==> src/source/du_map_pkg.sv <==
/*
  Debug unit register map and shared types
  - data, address and breakpoint count constants
  - bank codes and internal register addresses
  - breakpoint condition codes and control fields
  - exception vector and internal write command
*/
package du_map_pkg;

  localparam int XLEN            = 32;
  localparam int DBG_ADDR_SIZE   = 16;
  localparam int DU_ADDR_SIZE    = 12;
  localparam int BREAKPOINTS     = 3;
  localparam int MAX_BREAKPOINTS = 8;

  typedef logic [XLEN-1:0]          xlen_t;
  typedef logic [DBG_ADDR_SIZE-1:0] du_dbg_addr_t;
  typedef logic [DU_ADDR_SIZE-1:0]  du_reg_addr_t;

  // Upper address nibble selects the bank
  typedef enum logic [DBG_ADDR_SIZE-DU_ADDR_SIZE-1:0] {
    DBG_INTERNAL = 4'h0,
    DBG_GPRS     = 4'h1
  } du_bank_t;

  ////////////////////////////////////////
  // Internal bank
  localparam du_reg_addr_t DBG_CTRL    = 12'h000;
  localparam du_reg_addr_t DBG_HIT     = 12'h001;
  localparam du_reg_addr_t DBG_IE      = 12'h002;
  localparam du_reg_addr_t DBG_CAUSE   = 12'h003;
  // Breakpoint n at these two plus 2n
  localparam du_reg_addr_t DBG_BPCTRL0 = 12'h010;
  localparam du_reg_addr_t DBG_BPDATA0 = 12'h011;

  // GPR bank, program counters
  localparam du_reg_addr_t DBG_NPC     = 12'h200;
  localparam du_reg_addr_t DBG_PPC     = 12'h201;

  typedef enum logic [2:0] {
    BP_CC_FETCH    = 3'h0,
    BP_CC_LD_ADR   = 3'h1,
    BP_CC_ST_ADR   = 3'h2,
    BP_CC_LDST_ADR = 3'h3
  } du_cc_t;

  typedef struct packed {
    logic   enabled;
    du_cc_t cc;
  } bp_ctrl_t;

  typedef logic [BREAKPOINTS-1:0] bp_vec_t;

  // Interrupts in the upper half, traps in the lower half
  typedef struct packed {
    logic [15:0] irq;
    logic [15:0] trap;
  } exc_vec_t;

  typedef struct packed {
    logic         we;
    du_reg_addr_t addr;
    xlen_t        data;
  } du_wr_t;

endpackage
==> src/source/rv_pipe_pkg.sv <==
/*
  Observed RISC-V pipeline state
  - major opcodes for branch, load and store
  - instruction, pipeline PC and memory stage structs
  - opcode field extraction
*/
package rv_pipe_pkg;

  localparam logic [4:0] OPC_LOAD   = 5'b00000;
  localparam logic [4:0] OPC_STORE  = 5'b01000;
  localparam logic [4:0] OPC_BRANCH = 5'b11000;

  typedef struct packed {
    logic        bubble;
    logic [31:0] instr;
  } insn_t;

  typedef struct packed {
    du_map_pkg::xlen_t if_nxt_pc;
    du_map_pkg::xlen_t pd_pc;
    du_map_pkg::xlen_t id_pc;
    du_map_pkg::xlen_t wb_pc;
  } pipe_pc_t;

  typedef struct packed {
    insn_t             insn;
    du_map_pkg::xlen_t adr;
    logic              ack;
    logic              exc;
  } mem_obs_t;

  // Major opcode lives in instr[6:2]
  function automatic logic [4:0] opcode(input insn_t insn);
    return insn.instr[6:2];
  endfunction

endpackage

==> src/source/riscv_du.sv <==
/*
  RISC-V debug unit top level
  - host port sequencer and internal register bank
  - breakpoint matching, trap capture and halt control
*/
`timescale 1ns/1ps

module riscv_du (
  input  logic                     clk_i,
  input  logic                     rst_ni,
  input  logic                     dbg_stall_i,
  input  logic                     dbg_strb_i,
  input  logic                     dbg_we_i,
  input  du_map_pkg::du_dbg_addr_t dbg_addr_i,
  input  du_map_pkg::xlen_t        dbg_d_i,
  output du_map_pkg::xlen_t        dbg_q_o,
  output logic                     dbg_ack_o,
  output logic                     dbg_bp_o,
  output logic                     du_stall_o,
  output logic                     du_stall_if_o,
  output logic                     du_latch_nxt_pc_o,
  output logic                     du_flush_o,
  output du_map_pkg::exc_vec_t     du_ie_o,
  input  rv_pipe_pkg::pipe_pc_t    pipe_pc_i,
  input  rv_pipe_pkg::insn_t       if_nxt_insn_i,
  input  rv_pipe_pkg::insn_t       if_insn_i,
  input  rv_pipe_pkg::mem_obs_t    mem_i,
  input  du_map_pkg::exc_vec_t     du_exceptions_i,
  input  logic                     ex_stall_i,
  input  logic                     bu_flush_i,
  input  logic                     st_flush_i
);
  import du_map_pkg::*;

  du_wr_t                     wr;
  xlen_t                      int_rdata;
  xlen_t                      cause;
  xlen_t                      dpc;
  logic                       instr_ena;
  logic                       branch_ena;
  bp_ctrl_t [BREAKPOINTS-1:0] bp_ctrl;
  xlen_t    [BREAKPOINTS-1:0] bp_data;
  logic                       any_hit;
  logic                       instr_hit;
  logic                       branch_hit;
  bp_vec_t                    bp_hit;

  ////////////////////////////////////////
  // Host side
  du_access_fsm u_access (
    .clk_i       (clk_i),
    .rst_ni      (rst_ni),
    .dbg_stall_i (dbg_stall_i),
    .dbg_strb_i  (dbg_strb_i),
    .dbg_we_i    (dbg_we_i),
    .dbg_addr_i  (dbg_addr_i),
    .dbg_d_i     (dbg_d_i),
    .ex_stall_i  (ex_stall_i),
    .int_rdata_i (int_rdata),
    .npc_i       (pipe_pc_i.if_nxt_pc),
    .dpc_i       (dpc),
    .wr_o        (wr),
    .dbg_q_o     (dbg_q_o),
    .dbg_ack_o   (dbg_ack_o)
  );

  du_regs u_regs (
    .clk_i        (clk_i),
    .rst_ni       (rst_ni),
    .wr_i         (wr),
    .rd_addr_i    (dbg_addr_i[DU_ADDR_SIZE-1:0]),
    .cause_i      (cause),
    .instr_hit_i  (instr_hit),
    .branch_hit_i (branch_hit),
    .bp_hit_i     (bp_hit),
    .instr_ena_o  (instr_ena),
    .branch_ena_o (branch_ena),
    .bp_ctrl_o    (bp_ctrl),
    .bp_data_o    (bp_data),
    .ie_o         (du_ie_o),
    .any_hit_o    (any_hit),
    .rd_data_o    (int_rdata)
  );

  ////////////////////////////////////////
  // CPU side
  du_bp_match u_match (
    .instr_ena_i   (instr_ena),
    .branch_ena_i  (branch_ena),
    .bp_ctrl_i     (bp_ctrl),
    .bp_data_i     (bp_data),
    .pd_pc_i       (pipe_pc_i.pd_pc),
    .if_nxt_insn_i (if_nxt_insn_i),
    .if_insn_i     (if_insn_i),
    .mem_i         (mem_i),
    .bu_flush_i    (bu_flush_i),
    .st_flush_i    (st_flush_i),
    .instr_hit_o   (instr_hit),
    .branch_hit_o  (branch_hit),
    .bp_hit_o      (bp_hit)
  );

  du_trap_capture u_trap (
    .clk_i        (clk_i),
    .rst_ni       (rst_ni),
    .wr_i         (wr),
    .exceptions_i (du_exceptions_i),
    .flush_i      (du_flush_o),
    .latch_i      (du_latch_nxt_pc_o),
    .instr_hit_i  (instr_hit),
    .branch_hit_i (branch_hit),
    .bp_hit_i     (bp_hit),
    .pipe_pc_i    (pipe_pc_i),
    .cause_o      (cause),
    .dpc_o        (dpc)
  );

  du_halt_ctrl u_halt (
    .clk_i             (clk_i),
    .rst_ni            (rst_ni),
    .dbg_stall_i       (dbg_stall_i),
    .any_hit_i         (any_hit),
    .exceptions_i      (du_exceptions_i),
    .ex_stall_i        (ex_stall_i),
    .st_flush_i        (st_flush_i),
    .du_stall_o        (du_stall_o),
    .du_stall_if_o     (du_stall_if_o),
    .du_latch_nxt_pc_o (du_latch_nxt_pc_o),
    .du_flush_o        (du_flush_o),
    .dbg_bp_o          (dbg_bp_o)
  );

endmodule

==> src/source/du_halt_ctrl.sv <==
/*
  Halt control towards the CPU and host
  - stall pass-through and fetch stall
  - latch and flush pulses on debug entry and exit
  - registered breakpoint signal
*/
`timescale 1ns/1ps

module du_halt_ctrl (
  input  logic                 clk_i,
  input  logic                 rst_ni,
  input  logic                 dbg_stall_i,
  input  logic                 any_hit_i,
  input  du_map_pkg::exc_vec_t exceptions_i,
  input  logic                 ex_stall_i,
  input  logic                 st_flush_i,
  output logic                 du_stall_o,
  output logic                 du_stall_if_o,
  output logic                 du_latch_nxt_pc_o,
  output logic                 du_flush_o,
  output logic                 dbg_bp_o
);
  logic stall_q;

  assign du_stall_o    = dbg_stall_i;
  assign du_stall_if_o = dbg_stall_i | any_hit_i;

  always_ff @(posedge clk_i or negedge rst_ni)
  begin
    if (!rst_ni)
    begin
      stall_q  <= 1'b0;
      dbg_bp_o <= 1'b0;
    end
    else
    begin
      stall_q  <= dbg_stall_i;
      dbg_bp_o <= ~ex_stall_i & ~du_flush_o & ~st_flush_i & ((|exceptions_i) | any_hit_i);
    end
  end

  // Entry latches the next PC, exit flushes the pipe
  assign du_latch_nxt_pc_o = dbg_stall_i & ~stall_q;
  assign du_flush_o        = ~dbg_stall_i & stall_q;

endmodule

==> src/source/du_trap_capture.sv <==
/*
  Trap cause and debug PC capture
  - cause register with trap/interrupt priority encoding
  - debug PC latched from the stage that raised the event
*/
`timescale 1ns/1ps

module du_trap_capture (
  input  logic                   clk_i,
  input  logic                   rst_ni,
  input  du_map_pkg::du_wr_t     wr_i,
  input  du_map_pkg::exc_vec_t   exceptions_i,
  input  logic                   flush_i,
  input  logic                   latch_i,
  input  logic                   instr_hit_i,
  input  logic                   branch_hit_i,
  input  du_map_pkg::bp_vec_t    bp_hit_i,
  input  rv_pipe_pkg::pipe_pc_t  pipe_pc_i,
  output du_map_pkg::xlen_t      cause_o,
  output du_map_pkg::xlen_t      dpc_o
);
  import du_map_pkg::*;

  logic any_exc;

  // Lowest set bit wins
  function automatic logic [3:0] lowest_set(input logic [15:0] vec);
    logic [3:0] idx;
    idx = '0;
    for (int i = 15; i >= 0; i--)
      if (vec[i]) idx = 4'(i);
    return idx;
  endfunction

  assign any_exc = |exceptions_i;

  always_ff @(posedge clk_i or negedge rst_ni)
  begin
    if (!rst_ni)
      cause_o <= '0;
    else if (wr_i.we && wr_i.addr == DBG_CAUSE)
      cause_o <= wr_i.data;
    else if (flush_i && !any_exc)
      cause_o <= '0;
    else if (|exceptions_i.trap)
      cause_o <= xlen_t'(lowest_set(exceptions_i.trap));
    else if (|exceptions_i.irq)
      cause_o <= {1'b1, {(XLEN-5){1'b0}}, lowest_set(exceptions_i.irq)};
  end

  // Each trigger is seen at a different pipeline stage
  always_ff @(posedge clk_i or negedge rst_ni)
  begin
    if (!rst_ni)
      dpc_o <= '0;
    else if (any_exc)
      dpc_o <= pipe_pc_i.wb_pc;
    else if (instr_hit_i)
      dpc_o <= pipe_pc_i.if_nxt_pc;
    else if (|bp_hit_i || branch_hit_i)
      dpc_o <= pipe_pc_i.id_pc;
    else if (latch_i && cause_o == '0)
      dpc_o <= pipe_pc_i.id_pc;
  end

endmodule

==> src/source/du_bp_match.sv <==
/*
  Breakpoint hit detection, combinational
  - single-step and branch-break triggers
  - fetch PC and load/store address compare per breakpoint
*/
`timescale 1ns/1ps

module du_bp_match (
  input  logic                                              instr_ena_i,
  input  logic                                              branch_ena_i,
  input  du_map_pkg::bp_ctrl_t [du_map_pkg::BREAKPOINTS-1:0] bp_ctrl_i,
  input  du_map_pkg::xlen_t    [du_map_pkg::BREAKPOINTS-1:0] bp_data_i,
  input  du_map_pkg::xlen_t                                 pd_pc_i,
  input  rv_pipe_pkg::insn_t                                if_nxt_insn_i,
  input  rv_pipe_pkg::insn_t                                if_insn_i,
  input  rv_pipe_pkg::mem_obs_t                             mem_i,
  input  logic                                              bu_flush_i,
  input  logic                                              st_flush_i,
  output logic                                              instr_hit_o,
  output logic                                              branch_hit_o,
  output du_map_pkg::bp_vec_t                               bp_hit_o
);
  import du_map_pkg::*;
  import rv_pipe_pkg::*;

  logic mem_valid;
  logic mem_read;
  logic mem_write;

  assign instr_hit_o  = instr_ena_i & ~if_nxt_insn_i.bubble;
  assign branch_hit_o = branch_ena_i & ~if_insn_i.bubble & (opcode(if_insn_i) == OPC_BRANCH);

  // Completed data access without a trap
  assign mem_valid = mem_i.ack & ~mem_i.insn.bubble & ~mem_i.exc;
  assign mem_read  = mem_valid & (opcode(mem_i.insn) == OPC_LOAD);
  assign mem_write = mem_valid & (opcode(mem_i.insn) == OPC_STORE);

  always_comb
  begin
    for (int n = 0; n < BREAKPOINTS; n++)
    begin
      bp_hit_o[n] = 1'b0;
      if (bp_ctrl_i[n].enabled)
        case (bp_ctrl_i[n].cc)
          BP_CC_FETCH:    bp_hit_o[n] = (pd_pc_i == bp_data_i[n]) & ~bu_flush_i & ~st_flush_i;
          BP_CC_LD_ADR:   bp_hit_o[n] = (mem_i.adr == bp_data_i[n]) & mem_read;
          BP_CC_ST_ADR:   bp_hit_o[n] = (mem_i.adr == bp_data_i[n]) & mem_write;
          BP_CC_LDST_ADR: bp_hit_o[n] = (mem_i.adr == bp_data_i[n]) & (mem_read | mem_write);
          default:        bp_hit_o[n] = 1'b0;
        endcase
    end
  end

endmodule

==> src/source/du_regs.sv <==
/*
  Internal debug register bank
  - control and interrupt-enable registers
  - sticky hit flags, host write takes precedence
  - breakpoint control and data registers
  - read mux for the internal bank
*/
`timescale 1ns/1ps

module du_regs (
  input  logic                                              clk_i,
  input  logic                                              rst_ni,
  input  du_map_pkg::du_wr_t                                wr_i,
  input  du_map_pkg::du_reg_addr_t                          rd_addr_i,
  input  du_map_pkg::xlen_t                                 cause_i,
  input  logic                                              instr_hit_i,
  input  logic                                              branch_hit_i,
  input  du_map_pkg::bp_vec_t                               bp_hit_i,
  output logic                                              instr_ena_o,
  output logic                                              branch_ena_o,
  output du_map_pkg::bp_ctrl_t [du_map_pkg::BREAKPOINTS-1:0] bp_ctrl_o,
  output du_map_pkg::xlen_t    [du_map_pkg::BREAKPOINTS-1:0] bp_data_o,
  output du_map_pkg::exc_vec_t                              ie_o,
  output logic                                              any_hit_o,
  output du_map_pkg::xlen_t                                 rd_data_o
);
  import du_map_pkg::*;

  logic                               instr_hit_q;
  logic                               branch_hit_q;
  bp_vec_t                            bp_hit_q;
  du_reg_addr_t                       wr_offs;
  du_reg_addr_t                       rd_offs;
  logic [$clog2(MAX_BREAKPOINTS)-1:0] wr_idx;
  logic [$clog2(MAX_BREAKPOINTS)-1:0] rd_idx;
  logic                               wr_bp;
  logic                               rd_bp;

  ////////////////////////////////////////
  // Breakpoint slot decode
  // Slot n at BPCTRL0 + 2n, data in the odd word
  assign wr_offs = wr_i.addr - DBG_BPCTRL0;
  assign rd_offs = rd_addr_i - DBG_BPCTRL0;
  assign wr_idx  = wr_offs[1 +: $clog2(MAX_BREAKPOINTS)];
  assign rd_idx  = rd_offs[1 +: $clog2(MAX_BREAKPOINTS)];

  // Only implemented slots are writable
  assign wr_bp = wr_i.we && (wr_i.addr >= DBG_BPCTRL0)
               && (wr_offs < du_reg_addr_t'(2 * MAX_BREAKPOINTS))
               && (wr_idx < BREAKPOINTS);
  assign rd_bp = (rd_addr_i >= DBG_BPCTRL0)
               && (rd_offs < du_reg_addr_t'(2 * MAX_BREAKPOINTS));

  ////////////////////////////////////////
  // Registers
  always_ff @(posedge clk_i or negedge rst_ni)
  begin
    if (!rst_ni)
    begin
      instr_ena_o  <= 1'b0;
      branch_ena_o <= 1'b0;
      ie_o         <= '0;
    end
    else if (wr_i.we)
    begin
      if (wr_i.addr == DBG_CTRL)
      begin
        instr_ena_o  <= wr_i.data[0];
        branch_ena_o <= wr_i.data[1];
      end
      if (wr_i.addr == DBG_IE)
        ie_o <= wr_i.data[31:0];
    end
  end

  // Hit flags stay set until the host clears them
  always_ff @(posedge clk_i or negedge rst_ni)
  begin
    if (!rst_ni)
    begin
      instr_hit_q  <= 1'b0;
      branch_hit_q <= 1'b0;
      bp_hit_q     <= '0;
    end
    else if (wr_i.we && wr_i.addr == DBG_HIT)
    begin
      instr_hit_q  <= wr_i.data[0];
      branch_hit_q <= wr_i.data[1];
      bp_hit_q     <= wr_i.data[4 +: BREAKPOINTS];
    end
    else
    begin
      instr_hit_q  <= instr_hit_q | instr_hit_i;
      branch_hit_q <= branch_hit_q | branch_hit_i;
      bp_hit_q     <= bp_hit_q | bp_hit_i;
    end
  end

  always_ff @(posedge clk_i or negedge rst_ni)
  begin
    if (!rst_ni)
    begin
      bp_ctrl_o <= '0;
      bp_data_o <= '0;
    end
    else if (wr_bp && wr_offs[0])
      bp_data_o[wr_idx] <= wr_i.data;
    else if (wr_bp)
    begin
      bp_ctrl_o[wr_idx].enabled <= wr_i.data[1];
      bp_ctrl_o[wr_idx].cc      <= du_cc_t'(wr_i.data[6:4]);
    end
  end

  assign any_hit_o = instr_hit_q | branch_hit_q | (|bp_hit_q);

  ////////////////////////////////////////
  // Read mux
  always_comb
  begin
    rd_data_o = '0;
    case (rd_addr_i)
      DBG_CTRL:  rd_data_o = xlen_t'({branch_ena_o, instr_ena_o});
      DBG_HIT:   rd_data_o = xlen_t'({bp_hit_q, 2'b00, branch_hit_q, instr_hit_q});
      DBG_IE:    rd_data_o = xlen_t'(ie_o);
      DBG_CAUSE: rd_data_o = cause_i;
      default:
        // Slots past BREAKPOINTS read as zero
        if (rd_bp && rd_idx < BREAKPOINTS)
          rd_data_o = rd_offs[0] ? bp_data_o[rd_idx]
                    : xlen_t'({bp_ctrl_o[rd_idx].cc, 2'b00, bp_ctrl_o[rd_idx].enabled, 1'b1});
    endcase
  end

endmodule

==> src/source/du_access_fsm.sv <==
/*
  Debug host port sequencer
  - bank decode and access acceptance
  - acknowledge FSM, frozen by the execute stall
  - single write command into the internal bank
  - registered read data
*/
`timescale 1ns/1ps

module du_access_fsm (
  input  logic                     clk_i,
  input  logic                     rst_ni,
  input  logic                     dbg_stall_i,
  input  logic                     dbg_strb_i,
  input  logic                     dbg_we_i,
  input  du_map_pkg::du_dbg_addr_t dbg_addr_i,
  input  du_map_pkg::xlen_t        dbg_d_i,
  input  logic                     ex_stall_i,
  input  du_map_pkg::xlen_t        int_rdata_i,
  input  du_map_pkg::xlen_t        npc_i,
  input  du_map_pkg::xlen_t        dpc_i,
  output du_map_pkg::du_wr_t       wr_o,
  output du_map_pkg::xlen_t        dbg_q_o,
  output logic                     dbg_ack_o
);
  import du_map_pkg::*;

  typedef enum logic [1:0] {IDLE, WAIT1, WAIT2, ACK} acc_state_t;

  acc_state_t   state_q;
  acc_state_t   state_d;
  du_bank_t     bank;
  du_reg_addr_t reg_addr;
  logic         sel_internal;
  logic         sel_gprs;
  logic         accept;

  ////////////////////////////////////////
  // Address decode
  assign bank         = du_bank_t'(dbg_addr_i[DBG_ADDR_SIZE-1:DU_ADDR_SIZE]);
  assign reg_addr     = dbg_addr_i[DU_ADDR_SIZE-1:0];
  assign sel_internal = (bank == DBG_INTERNAL);
  assign sel_gprs     = (bank == DBG_GPRS);

  // Other banks only while the CPU is halted
  assign accept = dbg_strb_i & (sel_internal | dbg_stall_i);

  ////////////////////////////////////////
  // Acknowledge sequence
  always_comb
  begin
    state_d = state_q;
    case (state_q)
      // No restart while the previous ack is still visible
      IDLE:    if (accept && !dbg_ack_o) state_d = WAIT1;
      WAIT1:   state_d = accept ? WAIT2 : IDLE;
      WAIT2:   state_d = accept ? ACK : IDLE;
      ACK:     state_d = IDLE;
      default: state_d = IDLE;
    endcase
  end

  always_ff @(posedge clk_i or negedge rst_ni)
  begin
    if (!rst_ni)
    begin
      state_q   <= IDLE;
      dbg_ack_o <= 1'b0;
      wr_o      <= '0;
    end
    else if (!ex_stall_i)
    begin
      state_q   <= state_d;
      dbg_ack_o <= (state_q == ACK) & accept;
      // One write per access, in the first wait cycle
      wr_o.we   <= (state_q == WAIT1) & accept & sel_internal & dbg_we_i;
      wr_o.addr <= reg_addr;
      wr_o.data <= dbg_d_i;
    end
    else
      wr_o.we <= 1'b0;
  end

  // Read data follows the current address
  always_ff @(posedge clk_i or negedge rst_ni)
  begin
    if (!rst_ni)
      dbg_q_o <= '0;
    else if (sel_internal)
      dbg_q_o <= int_rdata_i;
    else if (sel_gprs && reg_addr == DBG_NPC)
      dbg_q_o <= npc_i;
    else if (sel_gprs && reg_addr == DBG_PPC)
      dbg_q_o <= dpc_i;
    else
      dbg_q_o <= '0;
  end

endmodule

==> config.mk <==
export PLATFORM = sky130hd
export DESIGN_NAME = riscv_du
export DESIGN_NICKNAME = d
export VERILOG_FILES = /design/src/source/du_map_pkg.sv /design/src/source/rv_pipe_pkg.sv /design/src/source/riscv_du.sv /design/src/source/du_halt_ctrl.sv /design/src/source/du_trap_capture.sv /design/src/source/du_bp_match.sv /design/src/source/du_regs.sv /design/src/source/du_access_fsm.sv
export SDC_FILE = /design/constraint.sdc
export NUM_CORES = 1
export LEC_CHECK = 0
export BUFFER_PORTS_ARGS = -buffer_cell sky130_fd_sc_hd__buf_4
export CAP_MARGIN = 20
export CORE_MARGIN = 2
export CORE_UTILIZATION = 35
export CTS_BUF_LIST = sky130_fd_sc_hd__clkbuf_16
export DETAILED_ROUTE_END_ITERATION = 8
export PLACE_DENSITY_LB_ADDON = 0.08
export SLEW_MARGIN = 0
export SYNTH_ARGS = -nofsm -noshare
export SYNTH_HDL_FRONTEND = slang
export SYNTH_SLANG_ARGS = --single-unit
==> constraint.sdc <==
create_clock -name clk_i -period 3.29 [get_ports clk_i]
set_clock_uncertainty 0.05 [all_clocks]
set_input_delay 0.658 -clock clk_i [delete_from_list [all_inputs] [get_ports clk_i]]
set_output_delay 0.658 -clock clk_i [all_outputs]
set_load 0.02 [all_outputs]
==> impl_metrics.prom <==
# TYPE chip_impl_metric gauge
chip_impl_info{name="worst_setup_path_start_kind",value="flip-flop"} 1
chip_impl_metric{name="cp_data_arrival_time",unit="ns"} 3.42
chip_impl_info{name="synth_top_flop_cell",value="dfrtp_1"} 1
chip_impl_metric{name="edff_count_synth",unit=""} 0
chip_impl_metric{name="fp-row-count",unit=""} 78
chip_impl_metric{name="leak_pwr",unit="nW"} 9.59
chip_impl_metric{name="worst_setup_hold_path_clk_slew",unit="ns"} 0.06
chip_impl_metric{name="initial_cell_density_of_the_core",unit="%"} 35.4
chip_impl_metric{name="fin_total_pwr",unit="mW"} 8.55
chip_impl_metric{name="layout_min_cycle_time",unit="ns"} 3.05
chip_impl_metric{name="buffer_count_from_post_cts_setup_fixing",unit=""} 0
chip_impl_info{name="worstSetupEndpointType",value="flip-flop"} 1
chip_impl_metric{name="final-setup-viol-count",unit=""} 0
chip_impl_metric{name="distinct_cell_type_count_of_the_synthesized_netlist",unit=""} 55
chip_impl_info{name="setup_repair_after_global_routing_missed_its_margin",value="no"} 1
chip_impl_info{name="synth_most_common_cell",value="dfrtp_1"} 1
chip_impl_metric{name="vdd_drop_max",unit="µV"} 296
chip_impl_metric{name="grt_usage",unit="%"} 25.6
chip_impl_metric{name="grt-ovfl-total",unit=""} 0
chip_impl_metric{name="yosys_register_bits",unit=""} 293
chip_impl_metric{name="route.detailed.drc",unit=""} 0
chip_impl_metric{name="cts.sinks",unit=""} 293
chip_impl_metric{name="cts-buffers-inserted",unit=""} 37
chip_impl_metric{name="synth_top_area_share",unit="%"} 45.7
chip_impl_metric{name="drt_iter0_drc",unit=""} 790
chip_impl_metric{name="clk_latency",unit="ns"} 0.55
chip_impl_metric{name="io-pin-count",unit=""} 419
chip_impl_metric{name="ffs_w_async_s_r_synth",unit="%"} 100
chip_impl_metric{name="pin_count_of_the_biggest_net_entering_global_routing",unit=""} 71
chip_impl_info{name="most_area_hungry_cell_type_in_the_yosys_netlist",value="dfrtp_1"} 1
chip_impl_metric{name="p_per_area",unit="nW/µm²"} 415
chip_impl_info{name="status",value="complete, no violations"} 1
chip_impl_metric{name="drv.max_cap_violation_count",unit=""} 0
chip_impl_info{name="hp-class",value="input port to asynchronous set/reset pin"} 1
chip_impl_info{name="worstPathCellList",value="xor2_1 > nor4_1 > nand4_1 > o41ai_2 > buf_4 > nor3_4 > buf_12 > mux2_1"} 1
chip_impl_info{name="timing.setup.critical_path_class",value="flip-flop to flip-flop"} 1
chip_impl_metric{name="period_share",unit="%"} 92.7
chip_impl_metric{name="finalHoldWorstSlack",unit="ns"} 0.0230
chip_impl_info{name="ys_top_cells_by_area",value="dfrtp_1 (46%), mux2_2 (13%), xor2_1 (6.4%), mux2i_1 (6.0%), xnor2_1 (4.0%)"} 1
chip_impl_info{name="topRoutingLayerUsed",value="met4"} 1
chip_impl_metric{name="routed_wire_length_on_met2",unit="mm"} 26.4
chip_impl_metric{name="place.gp.congestion",unit=""} 0.965
chip_impl_metric{name="cts.path.max_buffers",unit=""} 3
chip_impl_metric{name="max_freq",unit="MHz"} 328
chip_impl_metric{name="max_slew_margin",unit="%"} 43.5
chip_impl_metric{name="met1_routed_wirelength_after_detailed_routing",unit="mm"} 28.6
chip_impl_metric{name="required_time_of_the_worst_setup_path",unit="ns"} 3.67
chip_impl_info{name="netlist_top_cells_count",value="dfrtp_1 (293), mux2_2 (187), xor2_1 (117)"} 1
chip_impl_metric{name="detailedPlacementHpwl",unit="mm"} 47.2
chip_impl_metric{name="drt.antenna.violating_nets",unit=""} 0
chip_impl_metric{name="finish.net_count",unit=""} 2124
chip_impl_metric{name="first_global_vias",unit=""} 13200
chip_impl_info{name="critPathSlowestCell",value="nor4_1"} 1
chip_impl_metric{name="antenna_violations_before_repair",unit=""} 1
chip_impl_metric{name="fp.dieW",unit="µm"} 218
chip_impl_metric{name="floorplan.core_area",unit="µm²"} 45300
chip_impl_metric{name="maxSlewViolCount",unit=""} 0
chip_impl_metric{name="cts-hold-fix-buffers",unit=""} 0
chip_impl_metric{name="post_cts_resize_count",unit=""} 0
chip_impl_metric{name="cpPeakStageDelay",unit="ns"} 0.59
chip_impl_info{name="ctsRootBufferMaster",value="clkbuf_16"} 1
chip_impl_info{name="cts_tree",value="yes"} 1
chip_impl_metric{name="viasPerCell",unit=""} 5.40
chip_impl_metric{name="design.die.area",unit="µm²"} 47500
chip_impl_metric{name="port-buffer-count",unit=""} 332
chip_impl_metric{name="routed_wirelength",unit="mm"} 61.0
chip_impl_metric{name="antenna_cells_inserted",unit=""} 0
chip_impl_metric{name="critPathMaxFanout",unit=""} 17
chip_impl_metric{name="yosys_warnings",unit=""} 0
chip_impl_metric{name="area_delta_synth_final",unit="%"} 28.7
chip_impl_metric{name="final_layout_size_suffix_gt1_share",unit="%"} 35.7
chip_impl_metric{name="synthesis.instances",unit=""} 1434
chip_impl_metric{name="fp.dieH",unit="µm"} 218
chip_impl_metric{name="netlist_area",unit="µm²"} 16000
chip_impl_metric{name="detailroute.via_count",unit=""} 12900
chip_impl_metric{name="amount_of_wire_on_met3_after_detailed_routing",unit="mm"} 4.45
chip_impl_metric{name="synth_nets",unit=""} 1783
chip_impl_metric{name="timing_hold_violations_final",unit=""} 0
chip_impl_metric{name="first_pass_iters",unit=""} 5
chip_impl_metric{name="synth-seq-area-share",unit="%"} 45.7
chip_impl_metric{name="drt-wirelength-per-cell",unit="µm"} 25.5
chip_impl_metric{name="htree_num_levels",unit=""} 2
chip_impl_metric{name="max_slew.worst_pin.slew",unit="ns"} 0.839
chip_impl_metric{name="synth.avg_cell_area",unit="µm²"} 11.2
chip_impl_metric{name="global_route_wire_length_before_repair",unit="mm"} 88.8
[cell families (layout without fill, tap and decap cells)]
| kind of cell | after synthesis | count (layout) | share of synthesized area (%) |
|---|---|---|---|
| AO/OA/AOI/OAI | 239 | 239 | 9.80 |
| XOR/XNOR | 191 | 191 | 10.4 |
| buffers and inverters | 101 | 462 | 2.55 |
| flip-flops | 293 | 293 | 45.7 |
| multiplexers | 317 | 317 | 21.8 |
| AND/OR/NAND/NOR | 293 | 293 | 9.66 |
[registers in the layout, summed over array words and instances, names as in the netlist]
signal               count
u_regs.branch_ena_o      1
u_regs.branch_hit_q      1
u_regs.bp_hit_q          3
u_regs.bp_data_o        96
u_regs.instr_hit_q       1
u_access.dbg_ack_o       1
u_access.dbg_q_o        32
u_access.state_q         2
u_regs.ie_o             32
u_regs.instr_ena_o       1
u_halt.dbg_bp_o          1
u_halt.stall_q           1
u_trap.dpc_o            32
u_access.wr_o           45
u_regs.bp_ctrl_o        12
u_trap.cause_o          32
[cells in the final DEF, fill, tap and decap left out, types with 45 or more instances in the layout]
cell type and instances:
buf_4 376, dfrtp_1 293, mux2_2 187, xor2_1 117
mux2i_1 96, nor2_1 79, xnor2_1 74, a21oi_1 62
nand2_1 49, nor4_1 48, a22o_1 45
[report_power, final]
group,switching [mW],internal (mW)
sequential,0.151,3.68
clock,1.58,2.28
combinational,0.443,0.420
total,2.17,6.38
[worst max-delay path, delay by kind of cell (launching register included)]
kind                   cells  cell delay [ns]
AO/OA/AOI/OAI              1             0.57
XOR/XNOR                   1             0.20
buffers and inverters      2             0.38
flip-flops                 1             0.46
multiplexers               1             0.31
AND/OR/NAND/NOR            3             0.94
[layer usage]
layer | GRT usage, % | up-vias
met5 | 0 | -
met4 | 7.48 | 0
met3 | 5.45 | 80
met2 | 38.5 | 503
met1 | 36.9 | 6418
li1 | - | 5931
[path summary, 6_finish.rpt]
path	from	end	slack (ns)	cells past startpoint
max in group asynchronous	rst_ni	u_regs.ie_o[27]	2.32	2
worst min register to register	u_trap.dpc_o[30]	u_trap.dpc_o[30]	0.44	1
worst max-delay path	u_regs.bp_data_o[54]	u_trap.dpc_o[16]	0.24	8
worst min-delay path	rst_ni	u_regs.bp_ctrl_o[7]	0.02	1
worst max register to register	u_regs.bp_data_o[54]	u_trap.dpc_o[16]	0.24	8
min in group clk_i	dbg_stall_i	u_halt.stall_q	0.23	1
[per-stage QoR]
step	setup WS (ns)	TNS [ns]	cells	cell area, µm²	utilization (%)
5_1_grt	0.231	0	2395	20600	45.6
4_1_cts	0.325	0	2395	20600	45.6
3_3_place_gp	-0.107	-3.18	2336	19500	43.1
6_report	0.242	0	2395	20600	45.6
2_1_floorplan	0.329	0	1434	16000	-
3_5_place_dp	-0.201	-6.13	2336	19500	43.1
[layout make-up]
class | count | area, µm²
Inverter | 15 | 56.3
Fill cell | 4343 | 24700
Clock buffer | 39 | 976
Multi-Input combinational cell | 1040 | 8310
Clock inverter | 20 | 144
Sequential cell | 293 | 7330
Timing Repair Buffer | 388 | 3060
Tap cell | 600 | 751
Note: power is estimated with default switching activity, not from simulation.
